`config.mk`:
```
export PLATFORM = sky130hd
export DESIGN_NAME = rv_result
export DESIGN_NICKNAME = d
export VERILOG_FILES = /design/src/hw/rv_exec_pkg.sv /design/src/hw/rv_result.sv
export VERILOG_INCLUDE_DIRS = /design/src /design/src/hw
export SDC_FILE = /design/constraint.sdc
export NUM_CORES = 1
export LEC_CHECK = 0
export BUFFER_PORTS_ARGS = -buffer_cell sky130_fd_sc_hd__buf_2
export CAP_MARGIN = 40
export CORE_MARGIN = 4
export CORE_UTILIZATION = 47
export DETAILED_ROUTE_END_ITERATION = 12
export GPL_TIMING_DRIVEN = 1
export PLACE_DENSITY = 0.82
export REMOVE_ABC_BUFFERS = 1
export SYNTH_ARGS = -nofsm -noshare
export SYNTH_HDL_FRONTEND = slang
export SYNTH_SLANG_ARGS = --single-unit
```
`constraint.sdc`:
```
create_clock -name i_clk -period 1.11 [get_ports i_clk]
set_input_delay 0.0555 -clock i_clk [delete_from_list [all_inputs] [get_ports i_clk]]
set_output_delay 0.0555 -clock i_clk [all_outputs]
set_load 0.05 [all_outputs]
```
`src/hw/rv_exec_cfg.svh`:
```
// rv64im execute path config
`ifndef RV_EXEC_CFG_SVH
`define RV_EXEC_CFG_SVH

// instruction width
`define RV_ILEN 32

// data width
`define RV_XLEN 64

// shift amount, 6 bits for rv64
`define RV_SHAMT_W 6

// alu op code width
`define RV_ALU_OP_W 5

`endif
```
`src/hw/rv_exec_pkg.sv`:
```
// rv64im execute path types
`include "rv_exec_cfg.svh"

package rv_exec_pkg;

  typedef logic [`RV_XLEN-1:0]     xlen_t;
  typedef logic [`RV_ILEN-1:0]     inst_t;
  typedef logic [4:0]              reg_idx_t;
  typedef logic [`RV_ALU_OP_W-1:0] alu_op_t;
  // nine branch kinds, so four bits
  typedef logic [3:0]              br_op_t;

  localparam alu_op_t ALU_ADD    = 5'd0;
  localparam alu_op_t ALU_SUB    = 5'd1;
  localparam alu_op_t ALU_SLT    = 5'd2;
  localparam alu_op_t ALU_SLTU   = 5'd3;
  localparam alu_op_t ALU_XOR    = 5'd4;
  localparam alu_op_t ALU_OR     = 5'd5;
  localparam alu_op_t ALU_AND    = 5'd6;
  localparam alu_op_t ALU_SLL    = 5'd7;
  localparam alu_op_t ALU_SRL    = 5'd8;
  localparam alu_op_t ALU_SRA    = 5'd9;
  localparam alu_op_t ALU_MUL    = 5'd10;
  localparam alu_op_t ALU_MULH   = 5'd11;
  localparam alu_op_t ALU_MULHSU = 5'd12;
  localparam alu_op_t ALU_MULHU  = 5'd13;
  localparam alu_op_t ALU_DIV    = 5'd14;
  localparam alu_op_t ALU_DIVU   = 5'd15;
  localparam alu_op_t ALU_REM    = 5'd16;
  localparam alu_op_t ALU_REMU   = 5'd17;
  // lui passes operand b through
  localparam alu_op_t ALU_COPY_B = 5'd18;

  localparam br_op_t BR_NONE = 4'd0;
  localparam br_op_t BR_JAL  = 4'd1;
  localparam br_op_t BR_JALR = 4'd2;
  localparam br_op_t BR_EQ   = 4'd3;
  localparam br_op_t BR_NE   = 4'd4;
  localparam br_op_t BR_LT   = 4'd5;
  localparam br_op_t BR_GE   = 4'd6;
  localparam br_op_t BR_LTU  = 4'd7;
  localparam br_op_t BR_GEU  = 4'd8;

  typedef struct packed {
    inst_t inst;
    xlen_t pc;
    xlen_t rs1_val;
    xlen_t rs2_val;
  } issue_t;

  typedef struct packed {
    alu_op_t  alu_op;
    logic     a_is_pc;
    logic     b_is_imm;
    logic     word;
    br_op_t   br_op;
    xlen_t    imm;
    xlen_t    pc;
    xlen_t    rs1_val;
    xlen_t    rs2_val;
    reg_idx_t rd;
    logic     wen;
    logic     ebreak;
    logic     illegal;
  } dec_t;

  typedef struct packed {
    xlen_t    alu_res;
    xlen_t    link;
    xlen_t    taken_pc;
    reg_idx_t rd;
    logic     wen;
    logic     is_jump;
    logic     ebreak;
    logic     illegal;
  } exe_t;

  typedef struct packed {
    reg_idx_t rd;
    xlen_t    wdata;
    logic     wen;
    xlen_t    nextpc;
    logic     ebreak;
    logic     illegal;
  } wb_t;

endpackage

```
`src/hw/rv_result.sv`:
```
// rv64im result stage
`timescale 1ns/1ps

module rv_result import rv_exec_pkg::*; (
  input  logic i_clk,
  input  logic i_arst_n,
  input  logic i_valid,
  input  exe_t i_exe,
  output logic o_valid,
  output wb_t  o_wb
);

  logic trap;
  wb_t  wb_next;

  assign trap = i_exe.ebreak || i_exe.illegal;

  always_comb begin
    wb_next         = '0;
    wb_next.rd      = i_exe.rd;
    wb_next.wdata   = i_exe.is_jump ? i_exe.link : i_exe.alu_res;
    wb_next.wen     = i_exe.wen && !trap && (i_exe.rd != 5'd0);
    // link is pc + 4, so a trap steps back one word to its own pc
    wb_next.nextpc  = trap ? i_exe.link - 64'd4 : i_exe.taken_pc;
    wb_next.ebreak  = i_exe.ebreak;
    wb_next.illegal = i_exe.illegal;
  end

  always_ff @(posedge i_clk or negedge i_arst_n) begin
    if (!i_arst_n) begin
      o_valid <= 1'b0;
      o_wb    <= '0;
    end else begin
      o_valid <= i_valid;
      if (i_valid) begin
        o_wb <= wb_next;
      end
    end
  end

  a_no_x0_write: assert property (@(posedge i_clk) disable iff (!i_arst_n)
    o_valid |-> !(o_wb.wen && o_wb.rd == 5'd0));

endmodule

```
# == Word-level counts from Yosys, hierarchy flattened ==
# Cells that the tools add are included.
# op_classes
addsub,1
mux,2
reduce_logical,5
# ops
cell,n
64-bit 2-to-1 mux,2
"64-bit by 3-bit subtractor with 64-bit output, second input constant",1
5-bit nonzero test,1
1-bit logical AND,2
1-bit zero test,1
1-bit logical OR,1
# totals
regBits,137
inputBits,204
out_inout_bits,137
elab_cells,15

# == Longest topological paths before layout ==
# Gate-level depths: netlist of the first run.
# logic_depth
word_depth,4
ltp_mapped,11

# == Worst setup path after synthesis of the first run ==
# No wires, ideal clock.
# synth_path
kind,input to register
from,input i_exe[75] in the netlist's numbering
to,register o_wb[62] in the netlist's numbering
setup_ps,126
arrival_time_ps,2332
slack_ps,-1348
stages,11
n_path_buf,3
path_cell_list,inv_1 ha_1 or4b_1 buf_2 or3_1 buf_6 nor3_1 buf_2 nand4_1 xnor2_1 a221o_1
# synth_between
elab_chain_len,2
# synth_rtl
item,line_no,text
"start, declared",rv_result.sv:8,"input exe_t i_exe,"
64-bit by 3-bit subtractor with 64-bit output,rv_result.sv:24,wb_next.nextpc = trap ? i_exe.link - 64'd4 : i_exe.taken_pc;
64-bit 2-to-1 mux,rv_result.sv:24,
"end signal, assigned",rv_result.sv:36,o_wb <= wb_next;
"end, declared",rv_result.sv:10,output wb_t o_wb
# No other way between the ends.
# A chain may end at the register's enable or synchronous reset.

# == Final worst setup path of the first run ==
# layout_path
from,input i_exe[80] in the netlist's numbering
to,register o_wb[45] in the netlist's numbering
# The elaborated chain is that of the path after synthesis.

==> results.toml, run 1 <==
[drt]
first_pass_iters = 6
drtIter0Drc = 1052
drc = 0
num_vias = 9917
viasPerCell = 6.39
antenna_left = 0
wire_per_inst_microns = 25.9
routed_wl_mm = 40.1

[floorplan]
pin_count = 341
dieArea_sq_mm = 0.0176
die_x_microns = 133
die_y_microns = 133
core_sq_mm = 0.0152
fp-row-count = 45
start_util = 0.480

[worst_setup_path]
cp.arrival_ps = 2320
timing.rr.start = "o_wb[55]$_DFFE_PN0P_"
critPathSlowestCell = "or4_4"
reg2reg_slack_ps = 130
rr_worst_depth = 1
worst_path_most_repeated_cell = "buf_6"
crit_path_start_kind = "input pin"
path_class = "input pin to register"
path_max_fanout = 4
cp_slowest_stage_delay_ps = 560
cp.required_ps = 1440
crit_chain = "buf_6, or4_4, buf_6, nor4_4, buf_6, nand4_1, or3b_4, xor2_1, a221oi_2"
r2r_end = "o_wb[55]$_DFFE_PN0P_"
cp-end-kind = "register"

[synthesis]
yosysTopAreaCell = "dfrtp_1"
syn_inst = 751
seq_area_frac_synth = 0.470
netlist-cell-type-count = 52
synth_seq_cells = 137
synth_top_area_share = 0.470
synthFlopType = "dfrtp_1"
syn_avg_cell_area_sq_um = 9.72
async_flop_share = 1.00
ys_warn_count = 0
netlist_top_cells_area = "dfrtp_1 47%, mux2i_1 8.9%, a21oi_1 6.0%"
synth.cell_area_sq_mm = 0.00730
synth_edf_count = 0

[clocking]
htreeDepth = 4
ctsLongestPathBuffers = 2
cts.sinks = 137
clk_latency_ps = 420
cts_tree = "built"
numCtsBuffers = 17
clk_pin_slew_ps = 70
cts_root_buf = "clkbuf_16"

[worst_hold_path]
hp-class = "input pin to register"
min-delay-start = "i_exe[8]"
whs_path_depth = 2
min_to = "o_wb[135]$_DFFE_PN0P_"

[run_status]
violations = "negative hold slack, negative setup slack"
outcome = "finished, violations left"

[power_and_ir_drop]
ir_worst_vdd_v = 0.00109
total_power_w = 0.0176
power_density_mw_per_mm2 = 1320
p_leak_nw = 6.53

[sta]
rsz0062_at_grt = "yes"
final_max_slew_viol_count = 0
hold_viol_final = 1
fin_crit_sh = 1.79
fin_tns_setup_ps = -38300
period_needed_ps = 1990
slew_headroom = 0.385
tightest_slew_ps = 921
fin_skew_ps = 0
fmax_mhz = 503
fin_hold_ws_ps = -7.79
fin_ws_ps = -879
setup_viol = 66

[placement]
io_buffer_count = 340
gp_congestion = 0.866
dp_hpwl_mm = 21.1

[global_route]
overflow = 0
grt_usage = 0.400
antenna_found_initial = 2
grt_pass1_vias = 9936
grt_max_degree = 55
grt_first_pass_wirelength_mm = 55.0

[finish]
final_layout_size_suffix_gt1_frac = 0.476
area_growth_pct = 83.2
final_nets = 1554

[flow_run]
drv_cap = 0
-- sequential cells by signal, indices dropped and copies added (netlist names) --
name	cells
o_wb	136
o_valid	1
-- logic make-up (layout without fill, tap and decap cells) --
logic type | Yosys count | in the layout | synth area share
fa+ha+maj | 1 | 1 | 0.00171
mux | 74 | 74 | 0.103
compound gates | 188 | 188 | 0.162
buf+inv | 64 | 675 | 0.0346
xor+xnor | 48 | 48 | 0.0576
other cells | 0 | 2 | 0
simple gates | 239 | 239 | 0.171
flops | 137 | 137 | 0.470
-- final cells by class --
class / instances / area (sq um)
antenna: 2 / 5.00
clock buffer: 19 / 433
clock inverter: 13 / 148
fill: 650 / 1830
inverter: 9 / 38.8
multi-input combinational: 550 / 4180
sequential: 137 / 3430
tap: 188 / 235
timing repair buffer: 634 / 4900
-- stage by stage --
stage	utilization	worst slack (ps)	cell area (sq um)	std cells
after floorplan	-	-1690	7080	696
after global placement	0.677	-1390	10300	1374
after detailed placement	0.677	-1450	10300	1374
after CTS	0.843	-805	12800	1539
after global routing	0.879	-887	13400	1552
final	0.879	-879	13400	1552
-- critical path, delay by kind of cell --
kind	cells	cell delay [ps]
xor+xnor	1	170
simple gates	4	1420
compound gates	1	240
buf+inv	3	420
-- layer usage --
layer / share of wire / global-route usage
met1: 0.33 / 0.440
met2: 0.49 / 0.699
met3: 0.11 / 0.108
met4: 0.074 / 0.224
met5: 0 / 0
-- worst max-delay path by stage --
stage	startpoint	endpoint	slack (ps)	cells past startpoint
4_1_cts	i_exe[80]	o_wb[65]$_DFFE_PN0P_	-800	8
5_1_grt	i_exe[76]	o_wb[42]$_DFFE_PN0P_	-890	11
3_3_place_gp	i_exe[75]	o_wb[42]$_DFFE_PN0P_	-1390	10
6_report	i_exe[80]	o_wb[45]$_DFFE_PN0P_	-880	9
2_1_floorplan	i_exe[75]	o_wb[62]$_DFFE_PN0P_	-1690	8
3_5_place_dp	i_exe[83]	o_wb[45]$_DFFE_PN0P_	-1450	9
-- placed cells by master, fill, tap and decap left out, drive strengths merged, types with 4 or more instances in the layout --
cell type	synthesis	final
a21o	17	17
or4	9	9
nand4b	6	6
dlygate4sd3	0	117
o211ai	4	4
clkbuf	46	59
mux2	9	9
xor2	18	18
xnor2	30	30
a221o	26	26
a31oi	5	5
inv	9	11
nand2	21	21
buf	9	476
nand3	20	20
mux2i	65	65
dfrtp	137	137
nand4	4	4
nor4	15	15
clkinv	0	5
nor3	20	20
and3	28	28
a21oi	88	88
or3	8	8
o22ai	4	4
o21ai	31	31
clkinvlp	0	4
nor2	97	97
-- repair_timing --
item | CTS | global route
setup endpoints to repair | 122 | 126
gates cloned | 1 | 0
hold buffers | 118 | 0
resized for setup | 170 | 155
hold endpoints to repair | 248 | 0
setup buffers | 14 | 17
pin swaps | 66 | 44
-- synth_stat cells (2+ instances only) --
master       n
dfrtp_1    137
nor2_1      97
a21oi_1     88
mux2i_1     65
clkbuf_1    46
o21ai_0     31
xnor2_1     30
and3_1      28
a221o_1     26
nand2_1     21
nand3_1     20
nor3_1      18
xor2_1      18
a21o_1      17
nor4_1      13
mux2_2       9
or4_1        9
inv_1        8
or3_1        8
nand4b_1     6
a31oi_1      5
buf_1        4
buf_2        4
nand4_1      4
o211ai_1     4
o22ai_1      4
nand3b_1     2
o2bb2ai_1    2
o31ai_1      2
o41ai_1      2
or2_2        2
-- power breakdown --
group	switching [W]	internal [W]	leakage [nW]	total (W)
Combinational	0.00381	0.00213	4.67	0.00594
Sequential	0.000410	0.00553	1.59	0.00594
Clock	0.00243	0.00333	0.270	0.00576
Total	0.00664	0.0110	6.53	0.0176
No activity file was read; power rests on OpenSTA's default activity.
==> run 2, diff against run 1 <==
--- a/config.mk
+++ b/config.mk
@@ -8,9 +8,9 @@
 export LEC_CHECK = 0
 export BUFFER_PORTS_ARGS = -buffer_cell sky130_fd_sc_hd__buf_2
 export CAP_MARGIN = 40
-export CORE_MARGIN = 4
-export CORE_UTILIZATION = 47
+export CORE_AREA = 4 4 129 131
 export DETAILED_ROUTE_END_ITERATION = 12
+export DIE_AREA = 0 0 133 135
 export GPL_TIMING_DRIVEN = 1
 export PLACE_DENSITY = 0.82
 export REMOVE_ABC_BUFFERS = 1
==> constraint.sdc (replaced) <==
create_clock -name i_clk -period 2.4 [get_ports i_clk]
set_input_delay 0.12 -clock i_clk [delete_from_list [all_inputs] [get_ports i_clk]]
set_output_delay 0.12 -clock i_clk [all_outputs]
set_load 0.05 [all_outputs]
==> run 2 against run 1 <==
- the flow now finishes without violations
- core utilization shrank 19 points
- via count fell by 22%
- sequential share of layout area is 6.2 points higher
- final cell count down 9.9%
- cell area fell by 19%
- routed wire length shrank 30%
- critical path depth did not move
- highest routed layer is now met5
==> results.toml, run 2 (synthesis gave the netlist of run 1 again) <==
[run_status]
outcome = "finished clean"

[global_route]
grt_first_pass_wirelength_mm = 42.9
antenna_found_initial = 4
overflow = 0
grt_usage = 0.305
grt_pass1_vias = 7888
grt_max_degree = 111

[floorplan]
die_y_microns = 135
start_util = 0.468
die_x_microns = 133
core_sq_mm = 0.0156
fp-row-count = 46
pin_count = 341
dieArea_sq_mm = 0.0180

[sta]
fin_crit_sh = 0.941
fin_skew_ps = 0
hold_viol_final = 0
period_needed_ps = 2260
setup_viol = 0
fin_hold_ws_ps = 9.22
final_max_slew_viol_count = 0
slew_headroom = 0.601
tightest_slew_ps = 599
fin_tns_setup_ps = 0
rsz0062_at_grt = "no"
fmax_mhz = 443

[finish]
area_growth_pct = 47.5
fill_cells = 1178
layout_commonest_cell = "buf_2"
final_nets = 1373
regMostFlops = "o_wb"
largest_register_ffs = 136
layout_common_cells = "337 x buf_2, 137 x dfrtp_1, 95 x nor2_1"
reg.largest.list = "o_wb (136), o_valid (1)"
final_layout_size_suffix_gt1_frac = 0.385

[clocking]
clk_latency_ps = 420
htreeDepth = 4
cts.sinks = 137
cts_resized = 0
numCtsBuffers = 17
ctsLongestPathBuffers = 2
cts_tree = "built"
cts_root_buf = "clkbuf_16"
clk_pin_slew_ps = 60

[placement]
gp_congestion = 0.841
io_buffer_count = 340
dp_hpwl_mm = 20.1

[drt]
drc = 0
viasPerCell = 5.54
first_pass_iters = 5
wire_per_inst_microns = 20.0
antenna_left = 0
routed_wl_mm = 28.0
drtIter0Drc = 339
num_vias = 7742

[worst_setup_path]
crit_buf_inv = 2
critPathSlowestCell = "or3_1"
path_max_fanout = 5
cp.arrival_ps = 2550
crit_family = "simple AND/OR/NAND/NOR gates"
crit_chain = "buf_2, inv_1, ha_1, or4b_1, or3_1, nor4_4, nand3_1, xnor2_1, a221o_1"
crit_path_start_kind = "input pin"
cp.required_ps = 2690
path_class = "input pin to register"
cp-end-kind = "register"
cp_slowest_stage_delay_ps = 540

[power_and_ir_drop]
ir_worst_vdd_v = 0.000429
p_leak_nw = 5.26
power_density_mw_per_mm2 = 720

[flow_run]
drv_cap = 0

[worst_hold_path]
hp-class = "input pin to register"
## run 2: stage by stage
step | setup slack [ps] | cells | util | instance area [sq um] | power (W)
floorplan | -464 | 696 | - | 7080 | 0.00402
global placement | -190 | 1313 | 0.616 | 9610 | 0.00481
detailed placement | -225 | 1313 | 0.616 | 9610 | 0.00485
CTS | 213 | 1397 | 0.690 | 10800 | 0.00777
global route | 69.6 | 1398 | 0.691 | 10800 | 0.00803
finish | 141 | 1398 | 0.691 | 10800 | 0.00775
## run 2: final timing paths
kind / slack, ps / depth (start not counted) / startpoint / endpoint
max in group asynchronous: 1390 / 3 / i_arst_n / o_wb[34]$_DFFE_PN0P_
worst max register to register: 1140 / 3 / o_wb[2]$_DFFE_PN0P_ / o_wb[2]$_DFFE_PN0P_
worst max-delay path: 140 / 9 / i_exe[76] / o_wb[46]$_DFFE_PN0P_
min in group asynchronous: 260 / 2 / i_arst_n / o_wb[134]$_DFFE_PN0P_
worst min register to register: 480 / 1 / o_wb[21]$_DFFE_PN0P_ / o_wb[21]$_DFFE_PN0P_
worst min-delay path: 9 / 3 / i_exe[179] / o_wb[109]$_DFFE_PN0P_
## run 2: layout make-up
class	count	area (sq um)	area share
clock inverter	13	191	0.0178
tap	216	270	0.0251
timing repair buffer	453	2760	0.256
multi-input combinational	550	3640	0.338
inverter	9	33.8	0.00314
clock buffer	19	443	0.0411
sequential	137	3430	0.318
antenna	1	2.50	0.000232
## run 2: worst min-delay path, delay by kind of cell
family / cells / cell delay, ps
buf+inv: 1 / 80
compound gates: 1 / 130
mux: 1 / 50
## run 2: metal layers
metal  up-vias  GRT usage  wire length [microns]
met4         6      0.117                    805
met3        62     0.0816                   2240
met1      3719      0.367                  10800
met2       382      0.523                  14100
li1       3573          -                      -
met5         -          0                     46
## run 2: report_power, final
| part | internal (W) | switching (W) |
|---|---|---|
| clock network | 0.00178 | 0.00107 |
| logic | 0.000652 | 0.00155 |
| registers | 0.00256 | 0.000140 |
## run 2: timing repair
item,in CTS,in global routing
endpoints found under the hold margin,107,0
setup buffers,0,0
hold buffers,52,0
