$ cat config.mk
export PLATFORM = sky130hd
export DESIGN_NAME = rv_decode
export DESIGN_NICKNAME = d
export VERILOG_FILES = /design/src/hw/rv_exec_pkg.sv /design/src/hw/rv_decode.sv
export VERILOG_INCLUDE_DIRS = /design/src /design/src/hw
export SDC_FILE = /design/constraint.sdc
export NUM_CORES = 1
export LEC_CHECK = 0
export ABC_AREA = 0
export BUFFER_PORTS_ARGS = -buffer_cell sky130_fd_sc_hd__buf_2
export CAP_MARGIN = 20
export CORE_AREA = 10 10 187 189
export CTS_CLUSTER_SIZE = 8
export DETAILED_ROUTE_END_ITERATION = 16
export DIE_AREA = 0 0 197 199
export PLACE_DENSITY = 0.57
export SKIP_LAST_GASP = 1
export SLEW_MARGIN = 10
export SYNTH_ARGS = -nofsm -noshare
export SYNTH_HDL_FRONTEND = slang
export SYNTH_SLANG_ARGS = --single-unit
$ cat constraint.sdc
create_clock -name i_clk -period 2.7 [get_ports i_clk]
set_input_delay 0.675 -clock i_clk [delete_from_list [all_inputs] [get_ports i_clk]]
set_output_delay 0.675 -clock i_clk [all_outputs]
set_load 0.03 [all_outputs]
$ cat src/hw/rv_exec_cfg.svh
// rv64im execute path config
`ifndef RV_EXEC_CFG_SVH
`define RV_EXEC_CFG_SVH

// instruction width
`define RV_ILEN 32

// data width
`define RV_XLEN 64

// shift amount, 6 bits for rv64
`define RV_SHAMT_W 6

// alu op code width
`define RV_ALU_OP_W 5

`endif
$ cat src/hw/rv_exec_pkg.sv
// rv64im execute path types
`include "rv_exec_cfg.svh"

package rv_exec_pkg;

  typedef logic [`RV_XLEN-1:0]     xlen_t;
  typedef logic [`RV_ILEN-1:0]     inst_t;
  typedef logic [4:0]              reg_idx_t;
  typedef logic [`RV_ALU_OP_W-1:0] alu_op_t;
  // nine branch kinds, so four bits
  typedef logic [3:0]              br_op_t;

  localparam alu_op_t ALU_ADD    = 5'd0;
  localparam alu_op_t ALU_SUB    = 5'd1;
  localparam alu_op_t ALU_SLT    = 5'd2;
  localparam alu_op_t ALU_SLTU   = 5'd3;
  localparam alu_op_t ALU_XOR    = 5'd4;
  localparam alu_op_t ALU_OR     = 5'd5;
  localparam alu_op_t ALU_AND    = 5'd6;
  localparam alu_op_t ALU_SLL    = 5'd7;
  localparam alu_op_t ALU_SRL    = 5'd8;
  localparam alu_op_t ALU_SRA    = 5'd9;
  localparam alu_op_t ALU_MUL    = 5'd10;
  localparam alu_op_t ALU_MULH   = 5'd11;
  localparam alu_op_t ALU_MULHSU = 5'd12;
  localparam alu_op_t ALU_MULHU  = 5'd13;
  localparam alu_op_t ALU_DIV    = 5'd14;
  localparam alu_op_t ALU_DIVU   = 5'd15;
  localparam alu_op_t ALU_REM    = 5'd16;
  localparam alu_op_t ALU_REMU   = 5'd17;
  // lui passes operand b through
  localparam alu_op_t ALU_COPY_B = 5'd18;

  localparam br_op_t BR_NONE = 4'd0;
  localparam br_op_t BR_JAL  = 4'd1;
  localparam br_op_t BR_JALR = 4'd2;
  localparam br_op_t BR_EQ   = 4'd3;
  localparam br_op_t BR_NE   = 4'd4;
  localparam br_op_t BR_LT   = 4'd5;
  localparam br_op_t BR_GE   = 4'd6;
  localparam br_op_t BR_LTU  = 4'd7;
  localparam br_op_t BR_GEU  = 4'd8;

  typedef struct packed {
    inst_t inst;
    xlen_t pc;
    xlen_t rs1_val;
    xlen_t rs2_val;
  } issue_t;

  typedef struct packed {
    alu_op_t  alu_op;
    logic     a_is_pc;
    logic     b_is_imm;
    logic     word;
    br_op_t   br_op;
    xlen_t    imm;
    xlen_t    pc;
    xlen_t    rs1_val;
    xlen_t    rs2_val;
    reg_idx_t rd;
    logic     wen;
    logic     ebreak;
    logic     illegal;
  } dec_t;

  typedef struct packed {
    xlen_t    alu_res;
    xlen_t    link;
    xlen_t    taken_pc;
    reg_idx_t rd;
    logic     wen;
    logic     is_jump;
    logic     ebreak;
    logic     illegal;
  } exe_t;

  typedef struct packed {
    reg_idx_t rd;
    xlen_t    wdata;
    logic     wen;
    xlen_t    nextpc;
    logic     ebreak;
    logic     illegal;
  } wb_t;

endpackage

$ cat src/hw/rv_decode.sv
// rv64im decode stage
`timescale 1ns/1ps

module rv_decode import rv_exec_pkg::*; (
  input  logic   i_clk,
  input  logic   i_arst_n,
  input  logic   i_valid,
  input  issue_t i_issue,
  output logic   o_valid,
  output dec_t   o_dec
);

  localparam logic [6:0] OPC_LUI       = 7'b0110111;
  localparam logic [6:0] OPC_AUIPC     = 7'b0010111;
  localparam logic [6:0] OPC_JAL       = 7'b1101111;
  localparam logic [6:0] OPC_JALR      = 7'b1100111;
  localparam logic [6:0] OPC_BRANCH    = 7'b1100011;
  localparam logic [6:0] OPC_OP_IMM    = 7'b0010011;
  localparam logic [6:0] OPC_OP        = 7'b0110011;
  localparam logic [6:0] OPC_OP_IMM_32 = 7'b0011011;
  localparam logic [6:0] OPC_OP_32     = 7'b0111011;
  localparam logic [6:0] OPC_SYSTEM    = 7'b1110011;
  localparam inst_t      INST_EBREAK   = 32'h0010_0073;

  logic [6:0] opcode;
  logic [2:0] funct3;
  logic [6:0] funct7;
  logic [5:0] funct6;
  xlen_t      imm_i;
  xlen_t      imm_b;
  xlen_t      imm_u;
  xlen_t      imm_j;
  logic       writes_rd;
  logic       bad;
  dec_t       dec_next;

  assign opcode = i_issue.inst[6:0];
  assign funct3 = i_issue.inst[14:12];
  assign funct7 = i_issue.inst[31:25];
  assign funct6 = i_issue.inst[31:26];

  // immediates by format
  assign imm_i = {{52{i_issue.inst[31]}}, i_issue.inst[31:20]};
  assign imm_b = {{51{i_issue.inst[31]}}, i_issue.inst[31], i_issue.inst[7],
                  i_issue.inst[30:25], i_issue.inst[11:8], 1'b0};
  assign imm_u = {{32{i_issue.inst[31]}}, i_issue.inst[31:12], 12'b0};
  assign imm_j = {{43{i_issue.inst[31]}}, i_issue.inst[31], i_issue.inst[19:12],
                  i_issue.inst[20], i_issue.inst[30:21], 1'b0};

  always_comb begin
    dec_next         = '0;
    dec_next.alu_op  = ALU_ADD;
    dec_next.br_op   = BR_NONE;
    dec_next.pc      = i_issue.pc;
    dec_next.rs1_val = i_issue.rs1_val;
    dec_next.rs2_val = i_issue.rs2_val;
    dec_next.rd      = i_issue.inst[11:7];
    writes_rd        = 1'b0;
    bad              = 1'b0;
    case (opcode)
      OPC_LUI: begin
        dec_next.alu_op   = ALU_COPY_B;
        dec_next.b_is_imm = 1'b1;
        dec_next.imm      = imm_u;
        writes_rd         = 1'b1;
      end
      OPC_AUIPC: begin
        dec_next.a_is_pc  = 1'b1;
        dec_next.b_is_imm = 1'b1;
        dec_next.imm      = imm_u;
        writes_rd         = 1'b1;
      end
      OPC_JAL: begin
        dec_next.br_op = BR_JAL;
        dec_next.imm   = imm_j;
        writes_rd      = 1'b1;
      end
      OPC_JALR: begin
        dec_next.br_op = BR_JALR;
        dec_next.imm   = imm_i;
        writes_rd      = 1'b1;
        bad            = (funct3 != 3'b000);
      end
      OPC_BRANCH: begin
        dec_next.imm = imm_b;
        case (funct3)
          3'b000:  dec_next.br_op = BR_EQ;
          3'b001:  dec_next.br_op = BR_NE;
          3'b100:  dec_next.br_op = BR_LT;
          3'b101:  dec_next.br_op = BR_GE;
          3'b110:  dec_next.br_op = BR_LTU;
          3'b111:  dec_next.br_op = BR_GEU;
          default: bad = 1'b1;
        endcase
      end
      OPC_OP_IMM: begin
        dec_next.b_is_imm = 1'b1;
        dec_next.imm      = imm_i;
        writes_rd         = 1'b1;
        case (funct3)
          3'b000: dec_next.alu_op = ALU_ADD;
          3'b010: dec_next.alu_op = ALU_SLT;
          3'b011: dec_next.alu_op = ALU_SLTU;
          3'b100: dec_next.alu_op = ALU_XOR;
          3'b110: dec_next.alu_op = ALU_OR;
          3'b111: dec_next.alu_op = ALU_AND;
          3'b001: begin
            dec_next.alu_op = ALU_SLL;
            bad             = (funct6 != 6'b000000);
          end
          default: begin
            dec_next.alu_op = funct6[4] ? ALU_SRA : ALU_SRL;
            bad             = ({funct6[5], funct6[3:0]} != 5'b0);
          end
        endcase
      end
      OPC_OP, OPC_OP_32: begin
        dec_next.word = (opcode == OPC_OP_32);
        writes_rd     = 1'b1;
        case ({funct7, funct3})
          10'b0000000_000: dec_next.alu_op = ALU_ADD;
          10'b0100000_000: dec_next.alu_op = ALU_SUB;
          10'b0000000_001: dec_next.alu_op = ALU_SLL;
          10'b0000000_101: dec_next.alu_op = ALU_SRL;
          10'b0100000_101: dec_next.alu_op = ALU_SRA;
          10'b0000001_000: dec_next.alu_op = ALU_MUL;
          10'b0000001_100: dec_next.alu_op = ALU_DIV;
          10'b0000001_101: dec_next.alu_op = ALU_DIVU;
          10'b0000001_110: dec_next.alu_op = ALU_REM;
          10'b0000001_111: dec_next.alu_op = ALU_REMU;
          10'b0000000_010: dec_next.alu_op = ALU_SLT;
          10'b0000000_011: dec_next.alu_op = ALU_SLTU;
          10'b0000000_100: dec_next.alu_op = ALU_XOR;
          10'b0000000_110: dec_next.alu_op = ALU_OR;
          10'b0000000_111: dec_next.alu_op = ALU_AND;
          10'b0000001_001: dec_next.alu_op = ALU_MULH;
          10'b0000001_010: dec_next.alu_op = ALU_MULHSU;
          10'b0000001_011: dec_next.alu_op = ALU_MULHU;
          default:         bad = 1'b1;
        endcase
        // op-32 has only add, sub, shifts, mul, div and rem
        if (dec_next.word && (funct3 inside {3'b010, 3'b011}
            || (funct3 inside {3'b100, 3'b110, 3'b111} && funct7 != 7'b0000001)
            || (funct3 == 3'b001 && funct7 == 7'b0000001))) begin
          bad = 1'b1;
        end
      end
      OPC_OP_IMM_32: begin
        dec_next.word     = 1'b1;
        dec_next.b_is_imm = 1'b1;
        dec_next.imm      = imm_i;
        writes_rd         = 1'b1;
        case ({funct7, funct3}) inside
          10'b???????_000: dec_next.alu_op = ALU_ADD;
          10'b0000000_001: dec_next.alu_op = ALU_SLL;
          10'b0000000_101: dec_next.alu_op = ALU_SRL;
          10'b0100000_101: dec_next.alu_op = ALU_SRA;
          default:         bad = 1'b1;
        endcase
      end
      OPC_SYSTEM: begin
        dec_next.ebreak = (i_issue.inst == INST_EBREAK);
        bad             = (i_issue.inst != INST_EBREAK);
      end
      default: bad = 1'b1;
    endcase
    dec_next.illegal = bad;
    dec_next.wen     = writes_rd && !bad && (dec_next.rd != 5'd0);
  end

  always_ff @(posedge i_clk or negedge i_arst_n) begin
    if (!i_arst_n) begin
      o_valid <= 1'b0;
      o_dec   <= '0;
    end else begin
      o_valid <= i_valid;
      if (i_valid) begin
        o_dec <= dec_next;
      end
    end
  end

  a_trap_onehot: assert property (@(posedge i_clk) disable iff (!i_arst_n)
    o_valid |-> !(o_dec.ebreak && o_dec.illegal));

endmodule

## Word-level counts from Yosys, hierarchy flattened

Cells that the tools add are included.

- Bits of input ports: 227
- Flip-flop bits (word level): 277

- Reduce and logical (&&, ||, !) cells: 25
- Muxes and demuxes: 25
- Equality and inequality tests: 38

Operator list:

| cell | count |
|---|---|
| 64-bit one-hot mux with 4 select lines | 1 |
| 5-bit one-hot mux with 17 select lines | 1 |
| 10-bit by 4-bit equality test with 1-bit output (second input constant) | 8 |
| 10-bit by 3-bit equality test with 1-bit output (second input constant) | 4 |
| 32-bit by 21-bit equality test with 1-bit output (second input constant) | 1 |
| 32-bit by 21-bit != test with 1-bit output (second input constant) | 1 |
| 7-bit equality test (second input constant) | 4 |
| 4-bit one-hot mux with 7 select lines | 1 |
| 4-bit one-hot mux with 6 select lines | 1 |
| 7-bit by 5-bit equality test with 1-bit output (second input constant) | 3 |
| 7-bit by 6-bit equality test with 1-bit output (second input constant) | 3 |
| 10-bit by 2-bit equality test with 1-bit output (second input constant) | 2 |
| 10-bit by 9-bit equality test with 1-bit output (second input constant) | 2 |
| 5-bit one-hot mux with 4 select lines | 1 |
| 18-bit OR reduction | 1 |
| 4-bit two-way mux | 4 |
| 3-bit equality test (second input constant) | 4 |
| 1-bit two-way mux | 12 |
| 4-bit one-hot mux with 3 select lines | 1 |
| 6-bit OR reduction | 2 |
| 10-bit by 1-bit equality test with 1-bit output (second input constant) | 1 |
| 10-bit zero test | 1 |
| 5-bit nonzero test | 2 |
| 8-bit OR reduction | 1 |
| other kinds (16) | 26 |

## Depth between registers and ports, before layout

- Depth in word-level cells: 11
- Gate-level depth with buffers: 8
- Gate-level depth less buffers: 6

## Worst setup path after synthesis

Ideal clock, no wire load.

- Path type: input to register
- Start point: in i_issue[223] (netlist bit)
- End point: reg o_dec[0] (netlist bit)
- Data arrival time: 1.995 ns
- Setup slack: 0.584 ns
- Stages on the path: 6
- Cell sequence: or4_4 -> nor2_2 -> nand2_1 -> nor4_1 -> o41ai_1 -> o22a_1

- Word-level cells in the longest chain between the ends: 7
- Elaborated cells on any way between the ends: 37
- Classes of those cells: 20 x eq/ne; 8 x mux; 9 x reduce/logical

Ends and longest elaborated chain:

| element | RTL line | source |
|---|---|---|
| start: declaration | rv_decode.sv:8 | `input issue_t i_issue,` |
| branches (longest 6 deep; another with 18-bit OR reduction) | n/a |  |
| 1-bit one-hot mux with 7 select lines (*) | rv_decode.sv:60 | `case (opcode)` |
| end signal: assignment | rv_decode.sv:178 | `o_dec <= dec_next;` |
| end: declaration | rv_decode.sv:10 | `output dec_t o_dec` |

Mark *: on every way between the ends.
A chain may end at the register's enable or synchronous reset.

==> impl_metrics.tcl <==
set metrics [dict create \
    placed_area_um2 13000 \
    grt_pass1_vias 8552 \
    worstMarginPinSlew_ps 680 \
    power.density_nw_per_um2 719 \
    numCtsBuffers 36 \
    grt_max_degree 59 \
    ys_seq_elements 245 \
    placed_cells 1609 \
    nFillCells 2975 \
    synthDistinctLibCells 66 \
    ant_nets 0 \
    outcome "completed" \
    fmaxAchievable_ghz 0.439 \
    grt_first_pass_wirelength_um 52800 \
    maxSlewViolCount 0 \
    clockRootBuffer "clkbuf_16" \
    max_stage_delay_ps 770 \
    via_per_inst 4.77 \
    final_cells 1654 \
    synthArstFlopShare 1.00 \
    synth_area_um2 10100 \
    whs_ps 116 \
    criticalPathCategory "reg -> out" \
    globalplace.congestion 0.884 \
    ctsResizeCount 0 \
    ios 504 \
    crit_fanout 34 \
    core_area_um2 31200 \
    ys_seq_area_frac 0.605 \
    ys_warn_count 0 \
    path_buf_inv 1 \
    synth_top_flop_cell "dfrtp_1" \
    multiInputGateArea_um2 3450 \
    min_period_ps 2280 \
    antenna_found_initial 8 \
    fin_nets 1472 \
    fin_crit_sh 0.843 \
    cp-end-kind "output port" \
    rows 65 \
    avgSynthCellArea_um2 13.5 \
    wl_met3_um 3770 \
    drive_gt1_frac 0.627 \
    min_path_type "in -> async" \
    post_cts_buffers 0 \
    syn_inst 752 \
    clkSlewWorstSetupHoldPaths_ps 50 \
    rsz0062_at_grt "no" \
    vias 7894 \
    fin_skew_ps 0 \
    die_w_um 197 \
    r2r_slack_ps 1600 \
    cts_tree "yes" \
    clk_path_buf_depth 3 \
    routed_wl_um 36200 \
    maxCapViolCount 0 \
    tns_ps 0 \
    crit_chain "buf_2" \
    met2WireLength_um 18500 \
    hpwlAfterDp_um 28600 \
    topRoutingLayerUsed "met5" \
    relSlewSlack 0.547 \
    p_leak_nw 6.79 \
    finalHoldViolations 0 \
    setup_viol 0 \
    start_util 0.324 \
    cpLargestDelayFamily "flip-flops" \
    syn_nets 979 \
    setup.worst_path.start_class "flop" \
    clock_sinks 245 \
    drt_iter0_markers 284 \
    clk_latency_ps 490 \
    synth-edff-count 0 \
    hold_buffers 0 \
    crit_required_ps 2030 \
    finalInstanceArea_um2 13900 \
    grt_usage 0.175 \
    fp.dieH_um 199 \
    overflow 0 \
    arrival_ps 1600 \
    drc 0 \
    ir_worst_vdd_v 0.000414 \
    cp_slowest_cell "dfrtp_1" \
    wl_met1_um 13200 \
    wl_per_cell_um 21.9 \
    dr.pass1.iters 4 \
    cts_max_level 2 \
    synthToLayoutAreaGrowth_pct 37.7 \
    numPortBuffers 503 \
    dieArea_um2 39200 \
    seq_area_um2 6130 \
]
## worst reg2reg max path, cell delays in order, from the launching register on
cell     delay (ps)
dfrtp_1         770
inv_1            90
o22ai_1         160
## registers in the layout (all words and copies together), names as in the netlist
signal   flops
o_dec      244
o_valid      1
## Yosys cell counts (2+ instances only)
| cell | n | area, um^2 |
|---|---|---|
| mux2_2 | 198 | 2230 |
| or3_1 | 2 | 12.5 |
| a21o_1 | 2 | 15.0 |
| a22oi_1 | 4 | 30.0 |
| o311ai_0 | 2 | 17.5 |
| nand4_1 | 2 | 12.5 |
| o31ai_1 | 2 | 15.0 |
| buf_4 | 37 | 278 |
| clkbuf_1 | 30 | 113 |
| a31oi_1 | 4 | 25.0 |
| nand2b_1 | 3 | 18.8 |
| nor4b_1 | 2 | 17.5 |
| o211ai_1 | 3 | 22.5 |
| a21oi_1 | 46 | 230 |
| o21ai_1 | 8 | 40.0 |
| nand3_1 | 5 | 25.0 |
| nor4_1 | 2 | 12.5 |
| inv_1 | 29 | 109 |
| o22ai_1 | 10 | 62.6 |
| nor2_1 | 34 | 128 |
| nor3_2 | 2 | 20.0 |
| nor3_1 | 8 | 40.0 |
| buf_2 | 6 | 30.0 |
| xor2_1 | 2 | 17.5 |
| nand2_1 | 16 | 60.1 |
| dfrtp_1 | 245 | 6130 |
| o21ai_0 | 9 | 45.0 |
## final timing paths
check	cells after the start	start	end
worst max-delay path	1	o_dec[262]	o_dec[255]
worst min-delay path	1	i_arst_n	o_dec[153]
worst max register to register	2	o_dec[262]	o_dec[262]
worst min register to register	1	o_dec[92]	o_dec[92]
max in group asynchronous	2	i_arst_n	o_dec[143]
min in group i_clk	2	i_issue[105]	o_dec[113]
## final cells by class
type                            count  area share
Sequential cell                   245       0.440
Multi-Input combinational cell    403       0.247
Timing Repair Buffer              530       0.201
Clock buffer                       39      0.0654
Tap cell                          402      0.0361
Inverter                           29     0.00781
Clock inverter                      2     0.00179
Antenna cell                        4    0.000718
## stage by stage
step                setup WS [ps]  power (W)   util
floorplan                     584    0.00539      -
finish                        424     0.0100  0.446
detailed placement            283    0.00621  0.416
CTS                           372     0.0102  0.446
global placement              308    0.00619  0.416
global route                  284     0.0105  0.446
## report_power, final
| group | internal, W | total (W) | leakage [nW] | switching [W] |
|---|---|---|---|---|
| Clock | 0.00236 | 0.00389 | 0.459 | 0.00153 |
| Combinational | 0.000675 | 0.00196 | 3.40 | 0.00128 |
| Sequential | 0.00401 | 0.00417 | 2.93 | 0.000161 |
| Total | 0.00704 | 0.0100 | 6.79 | 0.00298 |
## metal layers
layer,vias up,track usage
li1,3608,-
met1,3864,0.191
met2,354,0.306
met3,60,0.0752
met4,8,0.0484
met5,-,0
## cell usage in the layout (no fill, tap or decap), drive strengths merged, types with 2 or more instances in the layout
cell	count
buf	530
dfrtp	245
mux2	198
a21oi	47
clkbuf	39
nor2	35
inv	30
o21ai	17
nand2	16
o22ai	11
nor3	10
nand3	5
a22oi	5
diode	4
a31oi	4
nand2b	4
nor4	4
o211ai	3
or3	2
o31ai	2
a21o	2
xor2	2
o311ai	2
nand4	2
nor4b	2
and2b	2
a21boi	2
## cell families (layout without fill, tap and decap cells)
logic type | after synthesis | after routing | share of synthesized area
AND/OR/NAND/NOR | 92 | 92 | 0.0499
other | 0 | 4 | 0
XOR/XNOR | 2 | 2 | 0.00173
buffers and inverters | 104 | 600 | 0.0540
flip-flops | 245 | 245 | 0.605
adder cells (fa/ha/maj) | 1 | 1 | 0.000988
multiplexers | 199 | 199 | 0.221
AO/OA/AOI/OAI | 109 | 109 | 0.0668
Power figures use the tool's default switching activity.
